### config.mk
export PLATFORM = sky130hd
export DESIGN_NAME = fp_i2f_cvt
export DESIGN_NICKNAME = d
export VERILOG_FILES = /design/src/fp_cvt_pkg.sv /design/src/i2f_stage_if.sv /design/src/i2f_operand_unpack.sv /design/src/lzc_64.sv /design/src/i2f_normalize.sv /design/src/i2f_result_pack.sv /design/src/fp_i2f_cvt.sv
export SDC_FILE = /design/constraint.sdc
export NUM_CORES = 1
export LEC_CHECK = 0
export ABC_CLOCK_PERIOD_IN_PS = 4500
export BUFFER_PORTS_ARGS = -buffer_cell sky130_fd_sc_hd__buf_4
export CAP_MARGIN = 20
export CORE_UTILIZATION = 46
export CTS_BUF_LIST = sky130_fd_sc_hd__clkbuf_16
export DETAILED_ROUTE_END_ITERATION = 10
export GPL_TIMING_DRIVEN = 1
export HOLD_SLACK_MARGIN = 0.15
export PLACE_DENSITY_LB_ADDON = 0.12
export SETUP_SLACK_MARGIN = 0.02
export SLEW_MARGIN = 20
export SYNTH_ARGS = -nofsm -noshare
export SYNTH_HDL_FRONTEND = slang
export SYNTH_SLANG_ARGS = --single-unit
### constraint.sdc
create_clock -name clk -period 4.5 [get_ports clk]
set_input_delay 0.9 -clock clk [delete_from_list [all_inputs] [get_ports clk]]
set_output_delay 0.9 -clock clk [all_outputs]
set_load 0.005 [all_outputs]
### src/fp_cvt_pkg.sv
// integer to float conversion package
`default_nettype none

package fp_cvt_pkg;

    // datapath widths
    localparam int int_w  = 64;
    localparam int mant_w = 54;
    localparam int exp_w  = 14;
    localparam int lzc_w  = 6;

    typedef logic [1:0] op_t;
    typedef logic       fmt_t;
    typedef logic [2:0] rm_t;

    localparam logic [exp_w-1:0] bias_single = 14'd127;
    localparam logic [exp_w-1:0] bias_double = 14'd1023;

    // exponent of the operand msb per width
    localparam logic [lzc_w-1:0] top_bit_32 = 6'd31;
    localparam logic [lzc_w-1:0] top_bit_64 = 6'd63;

    // bit 1 selects the 64-bit operand
    localparam op_t op_i32 = 2'd0;
    localparam op_t op_u32 = 2'd1;
    localparam op_t op_i64 = 2'd2;
    localparam op_t op_u64 = 2'd3;

    localparam fmt_t fmt_single = 1'b0;
    localparam fmt_t fmt_double = 1'b1;

    // operand word, full 64-bit or 32-bit in the low half
    typedef union packed {
        logic signed [int_w-1:0] w64;
        struct packed {
            logic [31:0]        pad;
            logic signed [31:0] low;
        } w32;
    } int_operand_u;

endpackage

`default_nettype wire

### src/i2f_stage_if.sv
// conversion stage records
`timescale 1ns/1ps
`default_nettype none

// unpack to normalize
interface i2f_unpacked_if;
    logic                           valid;
    logic                           sign;
    logic [fp_cvt_pkg::int_w-1:0]   mag;
    logic [fp_cvt_pkg::lzc_w-1:0]   top_exp;
    fp_cvt_pkg::fmt_t               fmt;
    fp_cvt_pkg::rm_t                rm;

    modport src (output valid, sign, mag, top_exp, fmt, rm);
    modport dst (input valid, sign, mag, top_exp, fmt, rm);
endinterface

// normalize to result pack
interface i2f_norm_if;
    logic                           valid;
    logic                           sign;
    logic [fp_cvt_pkg::int_w-1:0]   norm;
    logic [fp_cvt_pkg::exp_w-1:0]   exponent;
    logic                           zero;
    fp_cvt_pkg::fmt_t               fmt;
    fp_cvt_pkg::rm_t                rm;

    modport src (output valid, sign, norm, exponent, zero, fmt, rm);
    modport dst (input valid, sign, norm, exponent, zero, fmt, rm);
endinterface

`default_nettype wire

### src/i2f_operand_unpack.sv
// integer operand unpack stage
`timescale 1ns/1ps
`default_nettype none

module i2f_operand_unpack (
    input  wire logic                         clk,
    input  wire logic                         rst_n,
    input  wire logic                         valid_i,
    input  wire fp_cvt_pkg::op_t              op_i,
    input  wire fp_cvt_pkg::fmt_t             fmt_i,
    input  wire fp_cvt_pkg::rm_t              rm_i,
    input  wire logic [fp_cvt_pkg::int_w-1:0] data_i,
    i2f_unpacked_if.src                       out
);

    fp_cvt_pkg::int_operand_u       opnd;
    logic                           wide;
    logic                           neg;
    logic [31:0]                    mag32;
    logic [fp_cvt_pkg::int_w-1:0]   mag64;
    logic [fp_cvt_pkg::int_w-1:0]   mag_c;
    logic [fp_cvt_pkg::lzc_w-1:0]   top_c;

    always_comb begin
        opnd = data_i;
        wide = 1'b1;
        neg  = 1'b0;
        case (op_i)
            fp_cvt_pkg::op_i32: begin
                wide = 1'b0;
                neg  = opnd.w32.low[31];
            end
            fp_cvt_pkg::op_u32: wide = 1'b0;
            fp_cvt_pkg::op_i64: neg = opnd.w64[63];
            fp_cvt_pkg::op_u64: neg = 1'b0;
        endcase

        // two's complement magnitude, msb of 32-bit min stays set
        mag32 = neg ? -opnd.w32.low : opnd.w32.low;
        mag64 = neg ? -opnd.w64 : opnd.w64;

        // 32-bit operands sit in the upper half
        mag_c = wide ? mag64 : {mag32, 32'h0};
        top_c = wide ? fp_cvt_pkg::top_bit_64 : fp_cvt_pkg::top_bit_32;
    end

    always_ff @(posedge clk or negedge rst_n) begin
        if (!rst_n) begin
            out.valid <= 1'b0;
        end else begin
            out.valid <= valid_i;
        end
    end

    always_ff @(posedge clk) begin
        if (valid_i) begin
            out.sign    <= neg;
            out.mag     <= mag_c;
            out.top_exp <= top_c;
            out.fmt     <= fmt_i;
            out.rm      <= rm_i;
        end
    end

endmodule

`default_nettype wire

### src/lzc_64.sv
// 64-bit leading zero counter
`timescale 1ns/1ps
`default_nettype none

module lzc_64 (
    input  wire logic [63:0]                  data_i,
    output logic [fp_cvt_pkg::lzc_w-1:0]      count_o,
    output logic                              all_zero_o
);

    logic [15:0]      nib_nz;
    logic [15:0][1:0] nib_cnt;
    logic [3:0]       q_nz;
    logic [3:0][3:0]  q_cnt;
    logic [1:0]       h_nz;
    logic [1:0][4:0]  h_cnt;

    always_comb begin
        logic [3:0] nib;
        // level 1, per nibble
        for (int i = 0; i < 16; i++) begin
            nib        = data_i[4*i +: 4];
            nib_nz[i]  = |nib;
            nib_cnt[i] = {~nib[3] & ~nib[2], ~nib[3] & (nib[2] | ~nib[1])};
        end

        // level 2, 16-bit groups; highest nonzero nibble wins
        for (int g = 0; g < 4; g++) begin
            q_nz[g]  = |nib_nz[4*g +: 4];
            q_cnt[g] = {2'd3, nib_cnt[4*g]};
            for (int k = 0; k < 4; k++) begin
                if (nib_nz[4*g+k]) begin
                    q_cnt[g] = {2'(3 - k), nib_cnt[4*g+k]};
                end
            end
        end

        // level 3, 32-bit halves
        for (int j = 0; j < 2; j++) begin
            h_nz[j]  = q_nz[2*j+1] | q_nz[2*j];
            h_cnt[j] = q_nz[2*j+1] ? {1'b0, q_cnt[2*j+1]} : {1'b1, q_cnt[2*j]};
        end
    end

    // level 4
    assign count_o    = h_nz[1] ? {1'b0, h_cnt[1]} : {1'b1, h_cnt[0]};
    assign all_zero_o = ~|h_nz;

endmodule

`default_nettype wire

### src/i2f_normalize.sv
// leading zero normalize stage
`timescale 1ns/1ps
`default_nettype none

module i2f_normalize (
    input  wire logic   clk,
    input  wire logic   rst_n,
    i2f_unpacked_if.dst in,
    i2f_norm_if.src     out
);

    logic [fp_cvt_pkg::lzc_w-1:0]   lz;
    logic                           all_zero;
    logic [fp_cvt_pkg::exp_w-1:0]   bias;
    logic [fp_cvt_pkg::exp_w-1:0]   lz_ext;
    logic [fp_cvt_pkg::exp_w-1:0]   top_ext;
    logic [fp_cvt_pkg::exp_w-1:0]   exp_c;
    logic [fp_cvt_pkg::int_w-1:0]   norm_c;

    lzc_64 u_lzc (
        .data_i     (in.mag),
        .count_o    (lz),
        .all_zero_o (all_zero)
    );

    always_comb begin
        case (in.fmt)
            fp_cvt_pkg::fmt_single: bias = fp_cvt_pkg::bias_single;
            default:                bias = fp_cvt_pkg::bias_double;
        endcase

        lz_ext  = {{(fp_cvt_pkg::exp_w - fp_cvt_pkg::lzc_w){1'b0}}, lz};
        top_ext = {{(fp_cvt_pkg::exp_w - fp_cvt_pkg::lzc_w){1'b0}}, in.top_exp};

        // leading one lands on bit 63
        norm_c = in.mag << lz;
        exp_c  = top_ext + bias - lz_ext;

        if (all_zero) begin
            norm_c = '0;
            exp_c  = '0;
        end
    end

    always_ff @(posedge clk or negedge rst_n) begin
        if (!rst_n) begin
            out.valid <= 1'b0;
        end else begin
            out.valid <= in.valid;
        end
    end

    always_ff @(posedge clk) begin
        if (in.valid) begin
            out.sign     <= in.sign;
            out.norm     <= norm_c;
            out.exponent <= exp_c;
            out.zero     <= all_zero;
            out.fmt      <= in.fmt;
            out.rm       <= in.rm;
        end
    end

endmodule

`default_nettype wire

### src/i2f_result_pack.sv
// result field extraction stage
`timescale 1ns/1ps
`default_nettype none

module i2f_result_pack (
    input  wire logic                          clk,
    input  wire logic                          rst_n,
    i2f_norm_if.dst                            in,
    output logic                               valid_o,
    output logic                               sign_o,
    output logic [fp_cvt_pkg::exp_w-1:0]       exponent_o,
    output logic [fp_cvt_pkg::mant_w-1:0]      mantissa_o,
    output logic [2:0]                         grs_o,
    output fp_cvt_pkg::fmt_t                   fmt_o,
    output fp_cvt_pkg::rm_t                    rm_o,
    output logic                               zero_o
);

    logic [fp_cvt_pkg::mant_w-1:0]  mant_c;
    logic [2:0]                     grs_c;

    always_comb begin
        if (in.fmt == fp_cvt_pkg::fmt_double) begin
            mant_c = {1'b0, in.norm[63:11]};
            grs_c  = {in.norm[10], in.norm[9], |in.norm[8:0]};
        end else begin
            // 24-bit single mantissa, zero extended
            mant_c = {30'h0, in.norm[63:40]};
            grs_c  = {in.norm[39], in.norm[38], |in.norm[37:0]};
        end
    end

    always_ff @(posedge clk or negedge rst_n) begin
        if (!rst_n) begin
            valid_o    <= 1'b0;
            sign_o     <= 1'b0;
            exponent_o <= '0;
            mantissa_o <= '0;
            grs_o      <= '0;
            fmt_o      <= '0;
            rm_o       <= '0;
            zero_o     <= 1'b0;
        end else begin
            valid_o <= in.valid;
            // fields hold while idle
            if (in.valid) begin
                sign_o     <= in.sign;
                exponent_o <= in.exponent;
                mantissa_o <= mant_c;
                grs_o      <= grs_c;
                fmt_o      <= in.fmt;
                rm_o       <= in.rm;
                zero_o     <= in.zero;
            end
        end
    end

endmodule

`default_nettype wire

### src/fp_i2f_cvt.sv
// integer to float converter top
`timescale 1ns/1ps
`default_nettype none

module fp_i2f_cvt (
    input  wire logic                          clk,
    input  wire logic                          rst_n,
    input  wire logic                          valid_i,
    input  wire fp_cvt_pkg::op_t               op_i,
    input  wire fp_cvt_pkg::fmt_t              fmt_i,
    input  wire fp_cvt_pkg::rm_t               rm_i,
    input  wire logic [fp_cvt_pkg::int_w-1:0]  data_i,
    output logic                               valid_o,
    output logic                               sign_o,
    output logic [fp_cvt_pkg::exp_w-1:0]       exponent_o,
    output logic [fp_cvt_pkg::mant_w-1:0]      mantissa_o,
    output logic [2:0]                         grs_o,
    output fp_cvt_pkg::fmt_t                   fmt_o,
    output fp_cvt_pkg::rm_t                    rm_o,
    output logic                               zero_o
);

    i2f_unpacked_if unp_if ();
    i2f_norm_if     norm_if ();

    // stage 1
    i2f_operand_unpack u_unpack (
        .clk     (clk),
        .rst_n   (rst_n),
        .valid_i (valid_i),
        .op_i    (op_i),
        .fmt_i   (fmt_i),
        .rm_i    (rm_i),
        .data_i  (data_i),
        .out     (unp_if.src)
    );

    // stage 2
    i2f_normalize u_normalize (
        .clk   (clk),
        .rst_n (rst_n),
        .in    (unp_if.dst),
        .out   (norm_if.src)
    );

    // stage 3
    i2f_result_pack u_pack (
        .clk        (clk),
        .rst_n      (rst_n),
        .in         (norm_if.dst),
        .valid_o    (valid_o),
        .sign_o     (sign_o),
        .exponent_o (exponent_o),
        .mantissa_o (mantissa_o),
        .grs_o      (grs_o),
        .fmt_o      (fmt_o),
        .rm_o       (rm_o),
        .zero_o     (zero_o)
    );

endmodule

`default_nettype wire

Word level (Yosys, flattened, before mapping) --
Cells that the tools add are included.
Operators by class: reductions and logical operators 22, add/sub/neg operators 4, bitwise gates (word level) 98, shift-type cells 1, multiplexer cells 23, eq/ne operators 2
Operators by type and width (count):
- 2-to-1 mux 64 bit | 2
- negation 64 bit | 1
- OR reduction 16 bit | 4
- left shift 64 x 6 -> 64 bit | 1
- 2-to-1 mux 53 bit | 1
- NOT 1 bit | 48
- OR reduction 4 bit | 12
- OR reduction 38 bit | 1
- AND 1 bit | 32
- 2-to-1 mux 32 bit | 1
- 2-to-1 mux 4 bit | 8
- negation 32 bit | 1
- OR 1 bit | 18
- 2-to-1 mux 3 bit | 5
- subtractor 14 x 6 -> 14 bit | 1
- 2-to-1 mux 6 bit | 2
- adder 6 x 10 -> 11 bit | 1
- 2-to-1 mux 10 bit | 1
- 2-to-1 mux 5 bit | 2
- OR reduction 9 bit | 1
- OR reduction 2 bit | 2
- == test 2 x 1 -> 1 bit, second input constant | 1
- == test 2 bit, second input constant | 1
- zero test 2 bit | 1
- other kinds (2) | 2
Word-level totals: input port bits 73, word-level logic and storage cells 172, register bits after elaboration 239

Logic depth before layout (Yosys ltp) --
Gate-level depths: netlist of the first run.
word-level depth 9, gate-level depth with buffers 15

By module --
A second synthesis of the first run with hierarchy kept.
Second synthesis, totals: cell total of the unflattened synthesis 1433, area total of the unflattened synthesis 15548.7 um^2
By module, submodules not included:
- i2f_normalize | cells each 604, times used 1, area each 7126.8 um^2, sequential area each 2487.4 um^2
- i2f_operand_unpack | cells each 405, times used 1, area each 4398.0 um^2, sequential area each 2127.0 um^2
- i2f_result_pack | cells each 302, times used 1, area each 3246.9 um^2, sequential area each 1926.8 um^2
- lzc_64 | cells each 122, times used 1, area each 777.0 um^2, sequential area each 0.0 um^2

Worst setup path before layout of the first run --
No wires, ideal clock.
kind flip-flop to flip-flop, start register u_unpack.out.mag[61], end register u_normalize.out.exponent[10] (data pin), setup time 0.259 ns, arrival 3.311 ns, buffers on the path 4, required time 4.241 ns, setup slack 0.931 ns, clock period less this slack 3.569 ns, cell stages (with the launch flop) 14, path through edfxtp_1 > nor4_4 > nand4_1 > clkbuf_1 > nor4_1 > o32ai_1 > inv_2 > buf_1 > buf_2 > buf_1 > ha_1 > nand3_1 > a21oi_1 > nor2_1
Between the ends: word-level cells in the longest chain between the ends 7
RTL lines:
- from (decl) | RTL line i2f_stage_if.sv:14 | modport src (output valid, sign, mag, top_exp, fmt, rm);
- from (signal assigned) | RTL line i2f_operand_unpack.sv:58 | out.mag <= mag_c;
- NOT 1 bit | RTL line lzc_64.sv:24 | nib_cnt[i] = {~nib[3] & ~nib[2], ~nib[3] & (nib[2] | ~nib[1])};
- OR 1 bit | RTL line lzc_64.sv:24
- AND 1 bit | RTL line lzc_64.sv:24
- 2-to-1 mux 4 bit | RTL line lzc_64.sv:32 | if (nib_nz[4*g+k]) begin
- 2-to-1 mux 5 bit | RTL line lzc_64.sv:41 | h_cnt[j] = q_nz[2*j+1] ? {1'b0, q_cnt[2*j+1]} : {1'b1, q_cnt[2*j]};
- 2-to-1 mux 6 bit (*) | RTL line lzc_64.sv:46 | assign count_o = h_nz[1] ? {1'b0, h_cnt[1]} : {1'b1, h_cnt[0]};
- net u_normalize.lz (one bit) | RTL line i2f_normalize.sv:12 | logic [fp_cvt_pkg::lzc_w-1:0] lz;
- subtractor 14 x 6 -> 14 bit (*) | RTL line i2f_normalize.sv:37 | exp_c = top_ext + bias - lz_ext;
- to (signal assigned) | RTL line i2f_normalize.sv:57 | out.exponent <= exp_c;
- to (decl) | RTL line i2f_stage_if.sv:28 | modport src (output valid, sign, norm, exponent, zero, fmt, rm);
Mark *: on every way through the listed nets, which the timed path passes. The rest lies on a longest branch. A chain may end at the register's enable or synchronous reset.

Worst setup path after layout of the first run --
start register u_unpack.out.mag[12], end register u_normalize.out.norm[34] (data pin)
Between the ends: word-level cells in the longest chain between the ends 5
RTL lines:
- OR reduction 4 bit | RTL line lzc_64.sv:23 | nib_nz[i] = |nib;
- 2-to-1 mux 4 bit | RTL line lzc_64.sv:32
- 2-to-1 mux 5 bit | RTL line lzc_64.sv:41
- 2-to-1 mux 6 bit | RTL line lzc_64.sv:46
- left shift 64 x 6 -> 64 bit | RTL line i2f_normalize.sv:36 | norm_c = in.mag << lz;
- to (signal assigned) | RTL line i2f_normalize.sv:56 | out.norm <= norm_c;
- to (decl) | RTL line i2f_stage_if.sv:28
Parallel ways exist; a longest one is shown, timed or not.

==> flow_summary.ini, run 1 <==
[timing]
worstMarginPinSlew_ns = 1.05
fin_crit_sh_pct = 94.5
slew_headroom_pct = 30.1
finalHoldViolCount = 0
worst_slack_ns = 0.249
fmax_mhz = 235
setup_viol = 0
tns_ns = 0
drv_slew = 0
clock_skew_ns = 0.0236
rsz0062_at_grt = no
period_minus_slack_ns = 4.25

[drt]
drt_pass1_iterations = 8
drt-vias-per-instance = 6.13
drt_iter0_drc = 1080
vias = 12700
highest_layer = met4
drcViolationCount = 0
routedWlPerCell_um = 24.6
wirelength_mm = 50.9
met3_length_mm = 2.95
wl_met1_mm = 22.2
ant_nets = 0
met2RoutedLength_mm = 24.0

[die]
die_area_sq_um = 32500
coreArea_sq_um = 30900
start_util_pct = 47.3
die_w_um = 180
ios = 151
rows = 64
die_h_um = 180

[worst_setup_path]
cp.required_ns = 4.81
cp_top_family = compound AO/OA/AOI/OAI gates
r2r_start = u_unpack.out.mag[12]
critPathBufInv = 3
reg2reg_depth = 13
cp.arrival_ns = 4.57
cp_slowest_cell = nor4_1
crit_chain = nor4_1 > nand3_1 > a21oi_1 > a211oi_1 > buf_4 > o32ai_4 > inv_2 > buf_4 > o2111ai_1 > o21ai_0 > a22oi_1 > o21ai_0 > o221ai_1
end_kind = register
worst-path-max-fanout = 19
reg2reg_to = u_normalize.out.norm[34]
critPathKind = reg -> reg
start_kind = register
cp.depth = 13
ff2ff_setup_slack_ns = 0.25
critPathMaxStageDelay_ns = 0.68

[logic_synthesis]
ys_warn_count = 0
synth_cells = 1499
yosysSeqAreaShare_pct = 44.8
synth_flop_cell = edfxtp_1
synthDistinctLibCells = 82
synth-seq-cells = 231
syn_area_per_cell_sq_um = 9.76
syn_area_sq_um = 14600
async_reset_ff_share_pct = 33.8
synth-edff-count = 153

[placed_design]
pre_cts_ws_ns = 0.345
gp_congestion = 0.948
portBuffers = 148
placed_cells = 2020
postPlaceCellArea_sq_um = 16500
dp_hpwl_mm = 39.6

[run_status]
status = completed

[global_route]
grt.total_usage_pct = 30.9
overflow = 0
grt_max_degree = 106
grt_pass1_vias = 12300
antenna_found_initial = 0
grt_pass1_wl_mm = 76.7

[clocking]
cts_resized = 0
holdBufCountCts = 0
clk_pin_slew_ns = 0.06
numClockSinks = 231
h-tree-depth = 1
clockRootBuffer = clkbuf_16
cts_tree = built
postCtsSetupRepairBufs = 0
clockBufferDepth = 3
numCtsBuffers = 27
clk-insertion-delay-late_ns = 0.56

[final_layout]
final_cell_count_no_fill = 2071
drive_gt1_share_pct = 19.0
area_growth_syn_to_layout_pct = 18.4
final_common_cell = buf_4
antenna_cells = 0
final_area_sq_um = 17300
layout_common_cells = buf_4 (218), mux2i_1 (191), edfxtp_1 (153)
final_nets = 1730

[power_and_ir_drop]
ir_drop_v = 0.000407
powerDensity_nw_per_um2 = 402
total_power_mw = 6.97
power.leakage_nw = 7.24

[hold_path]
hold_path.class = in -> async

[job]
max_cap_viol_count = 0
synthesized netlist by cell type, drive strengths merged, types with 29 or more instances:
| library cell | instances | area share, % |
|---|---|---|
| o21ai | 77 | 2.7 |
| nor2b | 32 | 1.4 |
| inv | 57 | 1.5 |
| xnor2 | 32 | 1.9 |
| nand3 | 53 | 1.8 |
| dfrtp | 78 | 13 |
| a21oi | 104 | 3.6 |
| clkbuf | 67 | 1.7 |
| nand2 | 124 | 3.2 |
| edfxtp | 153 | 31 |
| nor2 | 140 | 3.6 |
| nor4 | 33 | 1.8 |
| xor2 | 32 | 1.9 |
| mux2 | 29 | 2.2 |
| buf | 33 | 1.2 |
| mux2i | 191 | 13 |
cells by family (layout without fill, tap and decap cells):
group                    after synthesis  in the layout  share of synthesized area (%)
AND/OR/NAND/NOR                      461            461                           15.3
AO/OA/AOI/OAI                        361            361                           16.1
flip-flops                           231            231                           44.8
multiplexers                         220            220                           15.3
buffers and inverters                158            331                           4.42
XOR/XNOR                              64             64                           3.83
adder cells (fa/ha/maj)                3              3                          0.257
other                                  1              4                         0.0256
layout make-up:
class | count | area [sq um]
Clock buffer | 27 | 676
Clock inverter | 23 | 163
Fill cell | 2828 | 13600
Inverter | 58 | 220
Multi-Input combinational cell | 1113 | 7470
Sequential cell | 231 | 6550
Tap cell | 396 | 495
Timing Repair Buffer | 223 | 1740
where the power goes:
| group | switching, mW | total, mW | internal, mW |
|---|---|---|---|
| Sequential | 0.274 | 2.93 | 2.66 |
| Combinational | 1.16 | 1.98 | 0.817 |
| Clock | 0.903 | 2.06 | 1.16 |
| Total | 2.34 | 6.97 | 4.63 |
through the flow:
| step | hold WS (ns) | utilization [%] |
|---|---|---|
| floorplan | 0.400 | - |
| global placement | 0.403 | 53.2 |
| detailed placement | 0.405 | 53.2 |
| CTS | 0.419 | 56.0 |
| global route | 0.242 | 56.0 |
| finish | 0.233 | 56.0 |
sequential cells by signal, indices dropped and copies added, names as in the netlist, 3 cells and up:
signal                    cells
u_normalize.out.norm         64
u_unpack.out.mag             64
u_pack.mantissa_o            53
u_normalize.out.exponent     13
u_pack.exponent_o            13
u_normalize.out.rm            3
u_pack.grs_o                  3
u_pack.rm_o                   3
u_unpack.out.rm               3
routing by layer:
metal	GRT usage, %	vias up
li1	-	5886
met1	41.9	6211
met2	51.0	513
met3	3.98	93
met4	10.2	0
met5	0	-
worst max-delay path by stage:
| stage | start | to |
|---|---|---|
| after floorplan | u_unpack.out.mag[61] | u_normalize.out.exponent[10] |
| after global placement | u_unpack.out.mag[12] | u_normalize.out.norm[56] |
| after detailed placement | u_unpack.out.mag[12] | u_normalize.out.norm[61] |
| after CTS | u_unpack.out.mag[12] | u_normalize.out.norm[56] |
| after global routing | u_unpack.out.mag[57] | u_normalize.out.exponent[10] |
| final | u_unpack.out.mag[12] | u_normalize.out.norm[34] |
(Power assumes the default switching activity.)
==> run 2, diff against run 1 <==
--- a/config.mk
+++ b/config.mk
@@ -6,11 +6,11 @@
 export NUM_CORES = 1
 export LEC_CHECK = 0
 export ABC_CLOCK_PERIOD_IN_PS = 4500
-export BUFFER_PORTS_ARGS = -buffer_cell sky130_fd_sc_hd__buf_4
 export CAP_MARGIN = 20
 export CORE_UTILIZATION = 46
 export CTS_BUF_LIST = sky130_fd_sc_hd__clkbuf_16
 export DETAILED_ROUTE_END_ITERATION = 10
+export DONT_BUFFER_PORTS = 1
 export GPL_TIMING_DRIVEN = 1
 export HOLD_SLACK_MARGIN = 0.15
 export PLACE_DENSITY_LB_ADDON = 0.12
==> flow_summary.ini, run 2 (synthesis results as in run 1) <==
[final_layout]
final_nets = 1578
final_util_pct = 52.4
area_growth_syn_to_layout_pct = 10.7
reg_top3 = u_normalize.out.norm: 64 flops, u_unpack.out.mag: 64 flops, u_pack.mantissa_o: 53 flops
drive_gt1_share_pct = 11.1
fillers = 2888
antenna_cells = 0
final_common_cell = mux2i_1
final_area_sq_um = 16200
layout_common_cells = mux2i_1 (191), edfxtp_1 (153), nor2_1 (139)

[timing]
drv_slew = 0
clock_skew_ns = 0.0195
hold-worst-slack_ns = 0.269
worstMarginPinSlew_ns = 0.929
slew_headroom_pct = 36.4
fin_crit_sh_pct = 95.8
finalHoldViolCount = 0
rsz0062_at_grt = no
worst_slack_ns = 0.189
period_minus_slack_ns = 4.31
tns_ns = 0
setup_viol = 0
fmax_mhz = 232

[global_route]
grt_max_degree = 83
antenna_found_initial = 0
grt_pass1_wl_mm = 75.2
grt_pass1_vias = 11800
overflow = 0
grt.total_usage_pct = 30.2

[worst_setup_path]
cp_top_family = compound AO/OA/AOI/OAI gates
worst-path-max-fanout = 15
cp_slowest_cell = nor4_1
cp.required_ns = 4.69
cp.arrival_ns = 4.50
critPathKind = reg -> reg
critPathBufInv = 2
critPathMaxStageDelay_ns = 0.75
crit_top_cell = mux2i_1
end_kind = register
start_kind = register
crit_chain = nor4_1 > o211ai_1 > a31o_2 > a21o_2 > buf_4 > buf_4 > a22oi_1 > mux2i_1 > mux2i_1 > mux2i_1 > o22ai_1 > o221ai_1

[power_and_ir_drop]
ir_drop_v = 0.000260
power.leakage_nw = 6.49
powerDensity_nw_per_um2 = 413

[clocking]
cts_tree = built
numClockSinks = 231
cts_resized = 0
h-tree-depth = 1
numCtsBuffers = 26
clk_pin_slew_ns = 0.06
clockRootBuffer = clkbuf_16
clk-insertion-delay-late_ns = 0.54
clockBufferDepth = 3

[placed_design]
portBuffers = 0
postPlaceCellArea_sq_um = 15300
pre_cts_ws_ns = 0.312
gp_congestion = 0.993
dp_hpwl_mm = 38.6

[run_status]
status = completed

[drt]
routedWlPerCell_um = 25.8
drcViolationCount = 0
drt_pass1_iterations = 5
drt-vias-per-instance = 6.23
ant_nets = 0
drt_iter0_drc = 1210
wirelength_mm = 49.4
vias = 12000

[die]
die_w_um = 180
rows = 64
ios = 151
die_area_sq_um = 32500
die_h_um = 180
start_util_pct = 47.3
coreArea_sq_um = 30900

[job]
max_cap_viol_count = 0

[hold_path]
hold_path.class = in -> async
## run 2: final timing paths
check / startpoint / end / slack, ns / depth (start not counted)
setup / recovery: u_unpack.out.mag[15] / u_normalize.out.norm[61] / 0.19 / 12
hold / removal: rst_n / u_pack.mantissa_o[15] / 0.27 / 1
setup reg to reg: u_unpack.out.mag[15] / u_normalize.out.norm[61] / 0.19 / 12
hold reg to reg: u_unpack.out.rm[1] / u_normalize.out.rm[1] / 0.42 / 0
max in group asynchronous: rst_n / u_unpack.out.valid / 3.90 / 1
min in group clk: u_unpack.out.rm[1] / u_normalize.out.rm[1] / 0.42 / 0
## run 2: final cells by class
type | count | area, sq um | share of cell area, %
clock inverters | 22 | 176 | 1.09
flip-flops and latches | 231 | 6550 | 40.5
multi-input cells | 1113 | 7470 | 46.1
well taps | 396 | 495 | 3.06
clock buffers | 26 | 651 | 4.02
repair buffers | 72 | 623 | 3.85
inverters | 58 | 220 | 1.36
## run 2: per-layer routing
layer  track usage [%]  part of all wire [%]
met5                 0                     0
met4              10.8                   3.7
met3              3.76                   5.5
met2              50.7                    47
met1              40.2                    43
## run 2: what timing repair did
item | CTS | global route
endpoints found under the setup margin | 0 | 0
hold endpoints to repair | 78 | 0
hold buffers | 1 | 0
setup buffers | 0 | 0
## run 2: power by group
| part | internal, mW | switching, mW | total (mW) |
|---|---|---|---|
| logic | 0.643 | 1.05 | 1.69 |
| clock network | 1.17 | 0.867 | 2.04 |
| registers | 2.66 | 0.290 | 2.95 |
## run 2: metrics by stage
step,std cells,total power [mW]
6_report,1918,6.68
5_1_grt,1918,6.97
4_1_cts,1918,6.71
3_5_place_dp,1869,4.64
3_3_place_gp,1869,4.65
2_1_floorplan,1502,3.95
==> run 3, diff against run 2 <==
--- a/config.mk
+++ b/config.mk
@@ -14,8 +14,9 @@
 export GPL_TIMING_DRIVEN = 1
 export HOLD_SLACK_MARGIN = 0.15
 export PLACE_DENSITY_LB_ADDON = 0.12
-export SETUP_SLACK_MARGIN = 0.02
+export SETUP_SLACK_MARGIN = 0.4
 export SLEW_MARGIN = 20
 export SYNTH_ARGS = -nofsm -noshare
 export SYNTH_HDL_FRONTEND = slang
+export SYNTH_HIERARCHICAL = 1
 export SYNTH_SLANG_ARGS = --single-unit
==> flow_summary.ini, run 3 <==
[final_layout]
drive_gt1_share_pct = 20.9
area_growth_syn_to_layout_pct = 12.9
reg_top3 = u_normalize/out.norm: 64 flops, u_unpack/out.mag: 64 flops, u_pack/mantissa_o: 53 flops
final_common_cell = edfxtp_1
layout_common_cells = edfxtp_1 (152), nor2_1 (149), buf_4 (94)
final_nets = 1557
final_cell_count_no_fill = 1932
fillers = 2991
antenna_cells = 0

[clocking]
clockBufferDepth = 3
clk_pin_slew_ns = 0.06
cts_tree = built
h-tree-depth = 1
clk-insertion-delay-late_ns = 0.54
numCtsBuffers = 26
clockRootBuffer = clkbuf_16
numClockSinks = 231

[drt]
vias = 12000
drt-vias-per-instance = 6.23
drcViolationCount = 0
ant_nets = 0
highest_layer = met4
wirelength_mm = 49.0
wl_met1_mm = 19.4
routedWlPerCell_um = 25.4
met2RoutedLength_mm = 23.7
drt_pass1_iterations = 7
drt_iter0_drc = 972
met3_length_mm = 3.50

[timing]
setup_viol = 0
clock_skew_ns = 0.0234
slew_headroom_pct = 39.0
finalHoldViolCount = 0
period_minus_slack_ns = 4.07
drv_slew = 0
worst_slack_ns = 0.427
tns_ns = 0
fin_crit_sh_pct = 90.5
rsz0062_at_grt = yes
fmax_mhz = 246
worstMarginPinSlew_ns = 0.912

[logic_synthesis]
async_reset_ff_share_pct = 34.2
synth_flop_cell = edfxtp_1
syn_area_per_cell_sq_um = 10.9
synth.top_cell.area_share_pct = 29.4
yosysSeqAreaShare_pct = 42.1
synthDistinctLibCells = 88
ys_warn_count = 6
synth.area.top_cells = edfxtp_1 (29%), dfrtp_1 (13%), mux4_2 (8.3%)
synth-seq-cells = 231
syn_area_sq_um = 15500
synth.most_common_cell = edfxtp_1
synth_cells = 1433
synthTopCellsByCount = edfxtp_1 (152), nor2_1 (149), mux2i_1 (96)
synth-edff-count = 152
yosysTopAreaCell = edfxtp_1

[die]
die_area_sq_um = 34500
start_util_pct = 47.3
coreArea_sq_um = 32900
rows = 66
ios = 151
die_h_um = 186
die_w_um = 186

[worst_setup_path]
worst-path-max-fanout = 15
cp.arrival_ns = 4.37
crit_start = u_unpack/out.mag[37]
end_kind = register
reg2reg_depth = 11
critPathKind = reg -> reg
r2r_start = u_unpack/out.mag[37]
start_kind = register
cp.required_ns = 4.80

[global_route]
overflow = 0
grt_pass1_vias = 11900
grt_max_degree = 101
grt_pass1_wl_mm = 73.4
antenna_found_initial = 1
grt.total_usage_pct = 28.4

[placed_design]
portBuffers = 0
dp_hpwl_mm = 37.2
pre_cts_ws_ns = -0.0273
gp_congestion = 0.997
placed_cells = 1859

[power_and_ir_drop]
total_power_mw = 6.82
power.leakage_nw = 6.56
ir_drop_v = 0.000218
powerDensity_nw_per_um2 = 389

[job]
max_cap_viol_count = 0

[run_status]
status = completed

[hold_path]
hold_path.class = in -> async
## run 3: metal layers
metal | GRT usage [%] | up-vias
met1 | 35.4 | 5875
met3 | 4.40 | 108
met4 | 13.1 | 0
met5 | 0 | -
li1 | - | 5534
met2 | 48.2 | 527
## run 3: final timing paths
kind / end / slack, ns
max in group asynchronous: u_pack/mantissa_o[23] / 3.90
max: u_normalize/out.norm[36] / 0.43
min in group clk: u_normalize/out.rm[0] / 0.42
max reg2reg: u_normalize/out.norm[36] / 0.43
min: u_pack/exponent_o[13] / 0.26
min reg2reg: u_normalize/out.rm[0] / 0.42
## run 3: critical path: stages (launching register included)
cell and delay (ns):
edfxtp_1 0.53, nor4_4 0.38, nand3_2 0.18, nor3_4 0.22
or4b_1 0.51, a2bb2oi_4 0.21, buf_6 0.17, buf_12 0.15
mux4_2 0.48, mux2_2 0.34, mux4_2 0.47, a22o_1 0.19
## run 3: cell type report
class | instances | area, sq um | area share [%]
flip-flops and latches | 231 | 6550 | 37.3
clock inverters | 18 | 77.6 | 0.442
repair buffers | 104 | 878 | 5.01
clock buffers | 30 | 751 | 4.28
multi-input cells | 1047 | 8510 | 48.5
well taps | 442 | 553 | 3.15
inverters | 60 | 225 | 1.28
## run 3: repair_timing
action	in CTS	in global routing
endpoints found under the hold margin	79	0
gates cloned	0	1
pin swaps	3	5
setup endpoints to repair	49	35
setup buffers	15	8
hold buffers	1	0
resized for setup	9	28
## run 3: kinds of logic (layout without fill, tap and decap cells)
kind of cell / after synthesis / count (layout) / synth area share, %
and+or+nand+nor: 441 / 441 / 15.5
AOI/OAI and AO/OA: 303 / 303 / 13.1
DFF: 231 / 231 / 42.1
muxes: 226 / 226 / 20.3
buffers and inverters: 161 / 212 / 4.64
xor gates and xnor gates: 54 / 54 / 3.04
adders and majority gates: 14 / 14 / 1.22
other: 3 / 9 / 0.0724
## run 3: power by group
group / switching, mW / leakage [nW] / total (mW) / internal [mW]
clock: 0.851 / 0.452 / 2.03 / 1.18
sequential: 0.289 / 2.43 / 2.94 / 2.65
combinational: 1.01 / 3.68 / 1.85 / 0.837
total: 2.15 / 6.56 / 6.82 / 4.67
## run 3: through the flow
step                cell area (sq um)  util, %  hold WS (ns)
global placement                16300     49.7         0.403
finish                          17500     53.4         0.259
CTS                             17300     52.8         0.260
detailed placement              16300     49.7         0.408
floorplan                       15600        -         0.349
global route                    17500     53.4         0.280
